[src/rv_pkg.sv]
package rv_pkg;

    // datapath and memory widths
    localparam int XLEN       = 32;
    localparam int REG_ADDR_W = 5;
    localparam int IMEM_AW    = 6;  // 64 words
    localparam int DMEM_AW    = 6;

    typedef logic [XLEN-1:0]       word_t;
    typedef logic [REG_ADDR_W-1:0] reg_addr_t;
    typedef logic [3:0]            alu_ctrl_t;
    typedef logic [1:0]            result_src_t;
    typedef logic [1:0]            fwd_sel_t;
    typedef logic [IMEM_AW-1:0]    imem_addr_t;

    // major opcodes, instr[6:0]
    localparam logic [6:0] OP_R   = 7'b0110011;
    localparam logic [6:0] OP_I   = 7'b0010011;
    localparam logic [6:0] OP_LW  = 7'b0000011;
    localparam logic [6:0] OP_SW  = 7'b0100011;
    localparam logic [6:0] OP_B   = 7'b1100011;
    localparam logic [6:0] OP_JAL = 7'b1101111;
    localparam logic [6:0] OP_LUI = 7'b0110111;

    // funct3 of the supported operations
    localparam logic [2:0] FUNCT3_ADD = 3'b000;  // also sub, beq
    localparam logic [2:0] FUNCT3_BNE = 3'b001;
    localparam logic [2:0] FUNCT3_SLT = 3'b010;
    localparam logic [2:0] FUNCT3_OR  = 3'b110;
    localparam logic [2:0] FUNCT3_AND = 3'b111;

    // alu operations
    localparam alu_ctrl_t ALU_ADD   = 4'd0;
    localparam alu_ctrl_t ALU_SUB   = 4'd1;
    localparam alu_ctrl_t ALU_AND   = 4'd2;
    localparam alu_ctrl_t ALU_OR    = 4'd3;
    localparam alu_ctrl_t ALU_SLT   = 4'd4;
    localparam alu_ctrl_t ALU_PASSB = 4'd5;

    // writeback source
    localparam result_src_t RES_ALU = 2'b00;
    localparam result_src_t RES_MEM = 2'b01;
    localparam result_src_t RES_PC4 = 2'b10;

    // execute operand source, 2'b11 is never used
    localparam fwd_sel_t FWD_NONE = 2'b00;
    localparam fwd_sel_t FWD_W    = 2'b01;
    localparam fwd_sel_t FWD_M    = 2'b10;

endpackage

[src/control_decoder.sv]
`timescale 1ns/1ps

module control_decoder (
    input  rv_pkg::word_t       instr_i,
    output logic                reg_write_o,
    output logic                mem_write_o,
    output logic                alu_src_o,
    output logic                branch_o,
    output logic                jump_o,
    output rv_pkg::result_src_t result_src_o,
    output rv_pkg::alu_ctrl_t   alu_ctrl_o,
    output rv_pkg::word_t       imm_o
);
    import rv_pkg::*;

    logic [6:0] opcode;
    logic [2:0] funct3;
    logic       funct7_b5;
    word_t      imm_i_fmt, imm_s_fmt, imm_b_fmt, imm_j_fmt, imm_u_fmt;

    assign opcode    = instr_i[6:0];
    assign funct3    = instr_i[14:12];
    assign funct7_b5 = instr_i[30];

    // sign-extended immediates
    assign imm_i_fmt = {{20{instr_i[31]}}, instr_i[31:20]};
    assign imm_s_fmt = {{20{instr_i[31]}}, instr_i[31:25], instr_i[11:7]};
    assign imm_b_fmt = {{19{instr_i[31]}}, instr_i[31], instr_i[7],
                        instr_i[30:25], instr_i[11:8], 1'b0};
    assign imm_j_fmt = {{11{instr_i[31]}}, instr_i[31], instr_i[19:12],
                        instr_i[20], instr_i[30:21], 1'b0};
    assign imm_u_fmt = {instr_i[31:12], 12'b0};

    // r-type and i-type share this, only r-type can subtract
    function automatic alu_ctrl_t arith_ctrl(input logic [2:0] f3, input logic sub);
        alu_ctrl_t ctrl;
        case (f3)
            FUNCT3_ADD: ctrl = sub ? ALU_SUB : ALU_ADD;
            FUNCT3_SLT: ctrl = ALU_SLT;
            FUNCT3_OR:  ctrl = ALU_OR;
            FUNCT3_AND: ctrl = ALU_AND;
            default:    ctrl = ALU_ADD;
        endcase
        return ctrl;
    endfunction

    always_comb begin
        // bubble unless the opcode is known
        reg_write_o  = 1'b0;
        mem_write_o  = 1'b0;
        alu_src_o    = 1'b0;
        branch_o     = 1'b0;
        jump_o       = 1'b0;
        result_src_o = RES_ALU;
        alu_ctrl_o   = ALU_ADD;
        imm_o        = '0;

        case (opcode)
            OP_R: begin
                reg_write_o = 1'b1;
                alu_ctrl_o  = arith_ctrl(funct3, funct7_b5);
            end
            OP_I: begin
                reg_write_o = 1'b1;
                alu_src_o   = 1'b1;
                alu_ctrl_o  = arith_ctrl(funct3, 1'b0);
                imm_o       = imm_i_fmt;
            end
            OP_LW: begin
                reg_write_o  = 1'b1;
                alu_src_o    = 1'b1;
                result_src_o = RES_MEM;
                imm_o        = imm_i_fmt;
            end
            OP_SW: begin
                mem_write_o = 1'b1;
                alu_src_o   = 1'b1;
                imm_o       = imm_s_fmt;
            end
            OP_B: begin
                branch_o   = 1'b1;  // compare uses the alu eq flag
                alu_ctrl_o = ALU_SUB;
                imm_o      = imm_b_fmt;
            end
            OP_JAL: begin
                reg_write_o  = 1'b1;
                jump_o       = 1'b1;
                result_src_o = RES_PC4;
                imm_o        = imm_j_fmt;
            end
            OP_LUI: begin
                reg_write_o = 1'b1;
                alu_src_o   = 1'b1;
                alu_ctrl_o  = ALU_PASSB;
                imm_o       = imm_u_fmt;
            end
            default: begin
                imm_o = '0;
            end
        endcase
    end

endmodule

[config.mk]
export PLATFORM = sky130hd
export DESIGN_NAME = control_decoder
export DESIGN_NICKNAME = d
export VERILOG_FILES = /design/src/rv_pkg.sv /design/src/control_decoder.sv
export SDC_FILE = /design/constraint.sdc
export NUM_CORES = 1
export LEC_CHECK = 0
export ABC_AREA = 0
export BUFFER_PORTS_ARGS = -buffer_cell sky130_fd_sc_hd__buf_2
export CAP_MARGIN = 20
export CORE_MARGIN = 10
export CORE_UTILIZATION = 26
export DETAILED_ROUTE_END_ITERATION = 10
export GPL_TIMING_DRIVEN = 0
export PLACE_DENSITY = 0.75
export SLEW_MARGIN = 40
export SYNTH_ARGS = -nofsm -noshare
export SYNTH_HDL_FRONTEND = slang
export SYNTH_SLANG_ARGS = --single-unit
[constraint.sdc]
create_clock -name vclk -period 1.3
set_input_delay 0.065 -clock vclk [all_inputs]
set_output_delay 0.065 -clock vclk [all_outputs]
set_load 0.02 [all_outputs]
==> impl_metrics.yaml, run 1 <==
floorplanning:
  die-area_um2: 4470
  core_um2: 2020
  initial_core_util: 0.283
  rows: 16
  dieWidth_um: 66.9
  ioPinCount: 75
  die_h_um: 66.9
placement:
  io_buffer_count: 73
  gp_congestion: 0.816
  hpwl_um: 2370
  placed_cells: 178
  place_area_um2: 981
layout:
  final_common_cell: "buf_2"
  final.fill_count: 181
  antenna_cells: 0
  drive_gt1_frac: 0.648
  design_area_um2: 1210
  seq_cell_count: 0
  layout.cells.non_filler: 186
  final_cell_mix: "49 x buf_2, 23 x buf_4, 21 x a21o_1"
  nNetsFinal: 193
  layout.area.seq_um2: 0
  nClkBuffers: 0
  area_growth_pct: 112
  post-route-util: 0.599
run:
  drv_cap: 0
sta:
  post-route-min-period_ps: 1260
  finalSetupViolCount: 0
  fin_crit_sh: 0.968
  rsz0062_at_grt: "yes"
  slew_violations: 0
  hold_slack_ps: 429
  fmax_ghz: 0.795
  hold_viol: 0
  finalSetupTns_ps: 0
worst_setup_path:
  cp_slowest_stage_delay_ps: 300
  criticalPathCategory: "primary input to output pin"
  crit_fanout: 5
  cp-end-kind: "output pin"
  crit_family: "simple AND/OR/NAND/NOR gates"
  path_cells: "buf_8 -> nand4bb_4 -> nor2_4 -> o21a_2 -> buf_6 -> a21o_1 -> buf_6"
  crit_start: "instr_i[2]"
  cp_num_buf_inv: 3
  crit_arrival_ps: 1190
  worstPathRequired_ps: 1240
  critPathMostFrequentCell: "buf_6"
  start_kind: "primary input"
  slowest_stage: "nand4bb_4"
synthesis:
  yosysSeqAreaShare: 0
  synthCells: 78
  avgSynthCellArea_um2: 7.33
  synth_cell_types: 30
  synthesis.nets: 110
  ys_warn_count: 0
  synth_area_um2: 572
route:
  final_antenna_net_count: 0
  dr.pass1.iters: 4
  vias: 935
  wl_per_cell_um: 17.2
  route.top_layer_used: "met4"
  drc: 0
  drtIter0Drc: 69
  wl_met3_um: 332
  wl_met2_um: 1780
  wl_met1_um: 1070
  drt_wl_total_um: 3200
  viasPerCell: 5.03
min_path:
  whs_endpoint: "result_src_o[0]"
  worstHoldStart: "instr_i[4]"
  holdPathStages: 3
  worstHoldPathType: "primary input to output pin"
global_routing:
  antenna_found_initial: 0
  grt_pass1_wl_um: 4770
  grt_pass1_vias: 1059
  track_usage: 0.127
  overflow: 0
  grt_max_degree: 11
power:
  peakVddDrop_mv: 0.108
  cellLeakagePower_uw: 0.000790
  p_per_area_nw_per_um2: 198
run_status:
  status: "complete, no violations"
[report_power, final]
| group | leakage [uW] | switching, uW | internal [uW] |
|---|---|---|---|
| Combinational | 0.000790 | 131 | 110 |
| Sequential | 0 | 0 | 0 |
| Clock | 0 | 0 | 0 |
| Total | 0.000790 | 131 | 110 |
[timing repair]
| item | CTS | global route |
|---|---|---|
| setup endpoints to repair | 30 | 33 |
| hold buffers | 0 | 0 |
| gates resized for setup | 24 | 30 |
| pin swaps | 6 | 6 |
| setup buffers | 6 | 0 |
| cloned | 1 | 1 |
[synthesized netlist by cell type]
cell / count / area share
nor4_1: 1 / 0.011
nand2b_1: 1 / 0.011
nor2_1: 9 / 0.059
nand2_1: 7 / 0.046
nand4bb_4: 1 / 0.048
or4_1: 1 / 0.013
nand3_2: 1 / 0.018
o22ai_4: 1 / 0.035
inv_1: 2 / 0.013
nand3b_1: 1 / 0.013
nor4_4: 1 / 0.037
a21o_1: 21 / 0.28
a41o_1: 1 / 0.018
or2_2: 1 / 0.011
nor2_2: 1 / 0.011
nor2b_1: 6 / 0.066
nor3_1: 2 / 0.018
o21a_2: 1 / 0.015
and2_1: 1 / 0.011
o31ai_1: 1 / 0.013
a22o_1: 4 / 0.061
a2bb2oi_1: 1 / 0.015
nand4b_1: 1 / 0.015
o31a_1: 1 / 0.015
conb_1: 1 / 0.0066
a21oi_1: 2 / 0.018
buf_6: 2 / 0.039
buf_4: 2 / 0.026
a221o_1: 1 / 0.018
a211oi_2: 2 / 0.044
[metrics by stage]
step | total power [uW] | worst slack, ps
floorplan | 97.0 | 24.0
global placement | 188 | -216
detailed placement | 194 | -239
CTS | 216 | -30.5
global route | 259 | -16.6
finish | 240 | 42.2
[cells by family (layout without fill, tap and decap cells)]
| logic type | after synthesis | in the layout | synth area share |
|---|---|---|---|
| buffers and inverters | 6 | 87 | 0.0788 |
| AND/OR/NAND/NOR | 35 | 35 | 0.387 |
| other | 1 | 1 | 0.00656 |
| AO/OA/AOI/OAI | 36 | 36 | 0.527 |
[layout make-up]
class,count,area (um^2),share of cell area
plain buffers,4,41.3,0.0341
repair buffers,81,531,0.438
multi-input cells,72,598,0.494
well taps,27,33.8,0.0279
inverters,2,7.51,0.00620
[worst max path at each step]
stage | to | slack [ps] | depth (start not counted)
final | imm_o[28] | 40 | 7
after global routing | imm_o[20] | -20 | 7
after CTS | alu_ctrl_o[0] | -30 | 5
after detailed placement | alu_ctrl_o[0] | -240 | 5
after global placement | alu_ctrl_o[0] | -220 | 5
after floorplan | alu_ctrl_o[0] | 20 | 4
[metal layers]
metal	GRT usage	vias to the layer above
li1	-	454
met3	0.0468	2
met4	0.0205	0
met5	0	-
met1	0.124	435
met2	0.249	44
Power figures use the tool's default switching activity.
==> run 2: changes to the inputs <==
--- a/config.mk
+++ b/config.mk
@@ -5,14 +5,14 @@
 export SDC_FILE = /design/constraint.sdc
 export NUM_CORES = 1
 export LEC_CHECK = 0
-export ABC_AREA = 0
+export ABC_AREA = 1
 export BUFFER_PORTS_ARGS = -buffer_cell sky130_fd_sc_hd__buf_2
 export CAP_MARGIN = 20
 export CORE_MARGIN = 10
 export CORE_UTILIZATION = 26
 export DETAILED_ROUTE_END_ITERATION = 10
 export GPL_TIMING_DRIVEN = 0
-export PLACE_DENSITY = 0.75
+export PLACE_DENSITY = 0.68
 export SLEW_MARGIN = 40
 export SYNTH_ARGS = -nofsm -noshare
 export SYNTH_HDL_FRONTEND = slang
==> impl_metrics.yaml, run 2 <==
floorplanning:
  rows: 19
  die_h_um: 72.7
  ioPinCount: 75
  die-area_um2: 5280
  core_um2: 2710
  dieWidth_um: 72.7
  initial_core_util: 0.266
synthesis:
  avgSynthCellArea_um2: 4.90
  synth_top_family_by_area: "simple AND/OR/NAND/NOR gates"
  yosysMostFrequentCell: "nand2_1"
  synth-simple-area-share: 0.807
  synth_top_area_share: 0.344
  synthXorXnorAreaFrac: 0
  yosysTopAreaCell: "nand2_1"
  synthTopCellsByCount: "66 x nand2_1, 19 x inv_1, 15 x nand3_1"
  synth_area_um2: 721
  ys_warn_count: 0
  synth.area.mux_share: 0
  synthCells: 147
  synthAdderAreaFrac: 0
  synthesis.nets: 179
  synth_area_leaders: "nand2_1 34%, nand3_2 15%, nand3_1 10%"
  yosysSeqAreaShare: 0
  synth_compound_area_frac: 0.0243
  synth_cell_types: 21
global_routing:
  antenna_found_initial: 0
  overflow: 0
  track_usage: 0.101
  grt_pass1_wl_um: 4700
  grt_pass1_vias: 1039
  grt_max_degree: 11
route:
  drc: 0
  drtIter0Drc: 25
  dr.pass1.iters: 6
  final_antenna_net_count: 0
  vias: 1105
  wl_per_cell_um: 11.7
  viasPerCell: 4.37
  drt_wl_total_um: 2950
layout:
  nClkBuffers: 0
  nNetsFinal: 256
  layout.area.seq_um2: 0
  seq_cell_count: 0
  final_cell_mix: "74 x buf_2, 66 x nand2_1, 19 x inv_1"
  multiInputGateArea_um2: 613
  area_growth_pct: 60.1
  final.fill_count: 313
  drive_gt1_frac: 0.468
  post-route-util: 0.426
  design_area_um2: 1150
  antenna_cells: 0
  final_common_cell: "buf_2"
worst_setup_path:
  slowest_stage: "nor2_4"
  cp-end-kind: "output pin"
  cp_slowest_stage_delay_ps: 170
  crit_arrival_ps: 1180
  start_kind: "primary input"
  worstPathRequired_ps: 1240
  crit_family: "simple AND/OR/NAND/NOR gates"
  criticalPathCategory: "primary input to output pin"
  path_cells: "buf_2 -> inv_1 -> nand2_1 -> nor2_4 -> nand2_4 -> nand2_2 -> nand2_2 -> buf_6 -> nand3_2 -> buf_2"
  cp_num_buf_inv: 4
  crit_fanout: 10
placement:
  dp_slack_ps: 9.03
  gp_congestion: 0.787
  io_buffer_count: 73
  hpwl_um: 2550
  place_area_um2: 1120
sta:
  slew_violations: 0
  fin_crit_sh: 0.959
  post-route-min-period_ps: 1250
  finalSetupViolCount: 0
  rsz0062_at_grt: "yes"
  fmax_ghz: 0.802
  hold_viol: 0
  layout_setup_ws_ps: 53.4
run:
  drv_cap: 0
power:
  peakVddDrop_mv: 0.111
  finalPower_uw: 194
  p_per_area_nw_per_um2: 168
  cellLeakagePower_uw: 0.000957
run_status:
  status: "complete, no violations"
min_path:
  worstHoldPathType: "primary input to output pin"
-- run 2: cell count changes in the layout (fill, tap and decap cells not counted), sizes merged, moves of 2 or more --
cell    delta
nand3     +25
nor2b      -6
buf        -5
nor2       +7
inv       +18
a211oi     -2
nand2     +63
a21o      -21
a22o       -4
-- run 2: layer usage --
layer / wire length, um / global-route usage
met5: 0 / 0
met4: 0 / 0
met3: 332 / 0.0367
met2: 1280 / 0.170
met1: 1340 / 0.127
-- run 2: path summary, 6_finish.rpt --
kind | startpoint | endpoint | slack [ps] | depth (start not counted)
max | instr_i[4] | imm_o[30] | 50 | 10
min | instr_i[15] | imm_o[15] | 440 | 4
-- run 2: kinds of logic (layout without fill, tap and decap cells) --
| family | count (synthesis) | in the layout |
|---|---|---|
| AO/OA/AOI/OAI | 3 | 3 |
| buffers and inverters | 25 | 100 |
| AND/OR/NAND/NOR | 118 | 118 |
| other | 1 | 1 |
-- run 2: timing repair --
action | 4_1_cts | 5_1_grt
hold buffers | 0 | 0
setup endpoints to repair | 0 | 28
buffers inserted | 0 | 2
resized for setup | 0 | 3
-- run 2: report_power, final --
group	total, uW	internal (uW)	leakage (uW)	switching [uW]
sequential	0	0	0	0
combinational	194	74.8	0.000957	119
clock	0	0	0	0
total	194	74.8	0.000957	119
-- run 2: per-stage QoR --
stage	setup TNS [ps]	hold WS, ps	std cells
final	0	436	253
after global routing	-645	460	253
after CTS	0	438	251
after detailed placement	0	437	251
after global placement	0	437	251
after floorplan	0	219	147
-- run 2: layout make-up --
cell class,count,area share
buffer,5,0.0401
inverter,20,0.0651
multi-input combinational,122,0.531
tap,31,0.0336
timing repair buffer,75,0.330
==> run 3: changes to the inputs <==
--- a/config.mk
+++ b/config.mk
@@ -9,10 +9,10 @@
 export BUFFER_PORTS_ARGS = -buffer_cell sky130_fd_sc_hd__buf_2
 export CAP_MARGIN = 20
 export CORE_MARGIN = 10
-export CORE_UTILIZATION = 26
+export CORE_UTILIZATION = 37
 export DETAILED_ROUTE_END_ITERATION = 10
 export GPL_TIMING_DRIVEN = 0
-export PLACE_DENSITY = 0.68
+export PLACE_DENSITY = 0.9
 export SLEW_MARGIN = 40
 export SYNTH_ARGS = -nofsm -noshare
 export SYNTH_HDL_FRONTEND = slang
==> impl_metrics.yaml, run 3 (same netlist as run 2, synthesis figures left out) <==
sta:
  post-route-min-period_ps: 1220
  slew_violations: 0
  fin_crit_sh: 0.936
  fmax_ghz: 0.822
  finalSetupViolCount: 0
  rsz0062_at_grt: "yes"
  layout_setup_ws_ps: 83.6
  hold_viol: 0
route:
  final_antenna_net_count: 0
  drtIter0Drc: 41
  wl_per_cell_um: 11.9
  dr.pass1.iters: 4
  drc: 0
  drt_wl_total_um: 2940
  vias: 1114
  viasPerCell: 4.51
layout:
  final.fill_count: 187
  final_cell_mix: "72 x buf_2, 66 x nand2_1, 17 x inv_1"
  nNetsFinal: 256
  final_common_cell: "buf_2"
  layout.cells.non_filler: 247
  layout.area.seq_um2: 0
  antenna_cells: 0
  drive_gt1_frac: 0.482
  seq_cell_count: 0
  multiInputGateArea_um2: 616
  area_growth_pct: 59.5
  nClkBuffers: 0
power:
  p_sw_frac: 0.615
  peakVddDrop_mv: 0.136
  pwr-share-clk: 0
  cell_internal_pwr_uw: 74.8
  cellLeakagePower_uw: 0.000953
  p_per_area_nw_per_um2: 169
  comb_power_share: 1.000
  seq_power_share: 0
  p_switching_uw: 120
clock_network:
  holdBufCountCts: 0
worst_setup_path:
  crit_family: "buffers and inverters"
  worstPathRequired_ps: 1240
  path_cells: "buf_2 -> nor2_4 -> nand3_2 -> inv_1 -> nand2_1 -> buf_6 -> nand3_1 -> buf_2"
  cp-end-kind: "output pin"
  crit_start: "instr_i[2]"
  slowest_stage: "nor2_4"
  crit_fanout: 10
  start_kind: "primary input"
  criticalPathCategory: "primary input to output pin"
  cp_slowest_stage_delay_ps: 190
  crit_arrival_ps: 1150
  cp_num_buf_inv: 4
  cp_num_cells: 8
  critPathMostFrequentCell: "buf_2"
  crit_end: "imm_o[23]"
placement:
  hpwl_um: 2530
  dp_slack_ps: 17.7
  placed_cells: 245
  gp_congestion: 0.789
  io_buffer_count: 73
global_routing:
  grt_pass1_wl_um: 4640
  overflow: 0
  grt_max_degree: 11
  antenna_found_initial: 0
  busiest_layer: "met2"
  track_usage: 0.126
  grtUsageMet1: 0.143
  gr-usage-met2: 0.229
  grt_pass1_vias: 1073
  grt_util_met3: 0.0523
floorplanning:
  core_um2: 1780
  rows: 15
  dieWidth_um: 64.1
  die_h_um: 64.1
  die-area_um2: 4110
  initial_core_util: 0.404
  ioPinCount: 75
min_path:
  worstHoldPathType: "primary input to output pin"
  worstHoldStart: "instr_i[18]"
run:
  drv_cap: 0
run_status:
  status: "complete, no violations"
-- run 3: changes by cell type in the layout (fill, tap and decap cells not counted) --
cell,change
buf_4,+3
nor2_2,+1
nor2_1,-1
inv_2,+2
buf_6,-1
inv_1,-2
buf_2,-2
-- run 3: how the worst min path moves through the flow --
stage                       to  slack, ps  depth (start not counted)
2_1_floorplan  result_src_o[0]        220                          1
3_3_place_gp         imm_o[15]        440                          4
3_5_place_dp         imm_o[15]        440                          4
4_1_cts              imm_o[15]        440                          4
5_1_grt              imm_o[15]        460                          4
6_report             imm_o[18]        440                          4
-- run 3: routing by layer --
metal,vias up,routed length (um)
li1,605,-
met1,462,1240
met2,47,1350
met3,0,346
met4,0,0
met5,-,0
-- run 3: area by class of cell --
type | count | share of cell area
buffer | 5 | 0.0370
inverter | 20 | 0.0653
multi-input combinational | 122 | 0.535
tap | 25 | 0.0272
timing repair buffer | 75 | 0.335
-- run 3: what timing repair did --
action	CTS	global route
buffers inserted	0	2
setup endpoints to repair	0	31
hold endpoints to repair	0	0
resized for setup	0	7
-- run 3: stage by stage --
step	cell area (um^2)	total power (uW)	util	TNS, ps	hold slack, ps
2_1_floorplan	721	96.3	-	0	219
3_3_place_gp	1120	186	0.627	0	438
3_5_place_dp	1120	189	0.627	0	439
4_1_cts	1120	189	0.627	0	440
5_1_grt	1150	216	0.645	-35.2	457
6_report	1150	194	0.645	0	444
-- run 3: power groups by stage --
stage | clock network [uW] | logic [uW] | registers, uW
floorplan | 0 | 96.3 | 0
global placement | 0 | 186 | 0
detailed placement | 0 | 189 | 0
CTS | 0 | 189 | 0
global route | 0 | 216 | 0
finish | 0 | 194 | 0
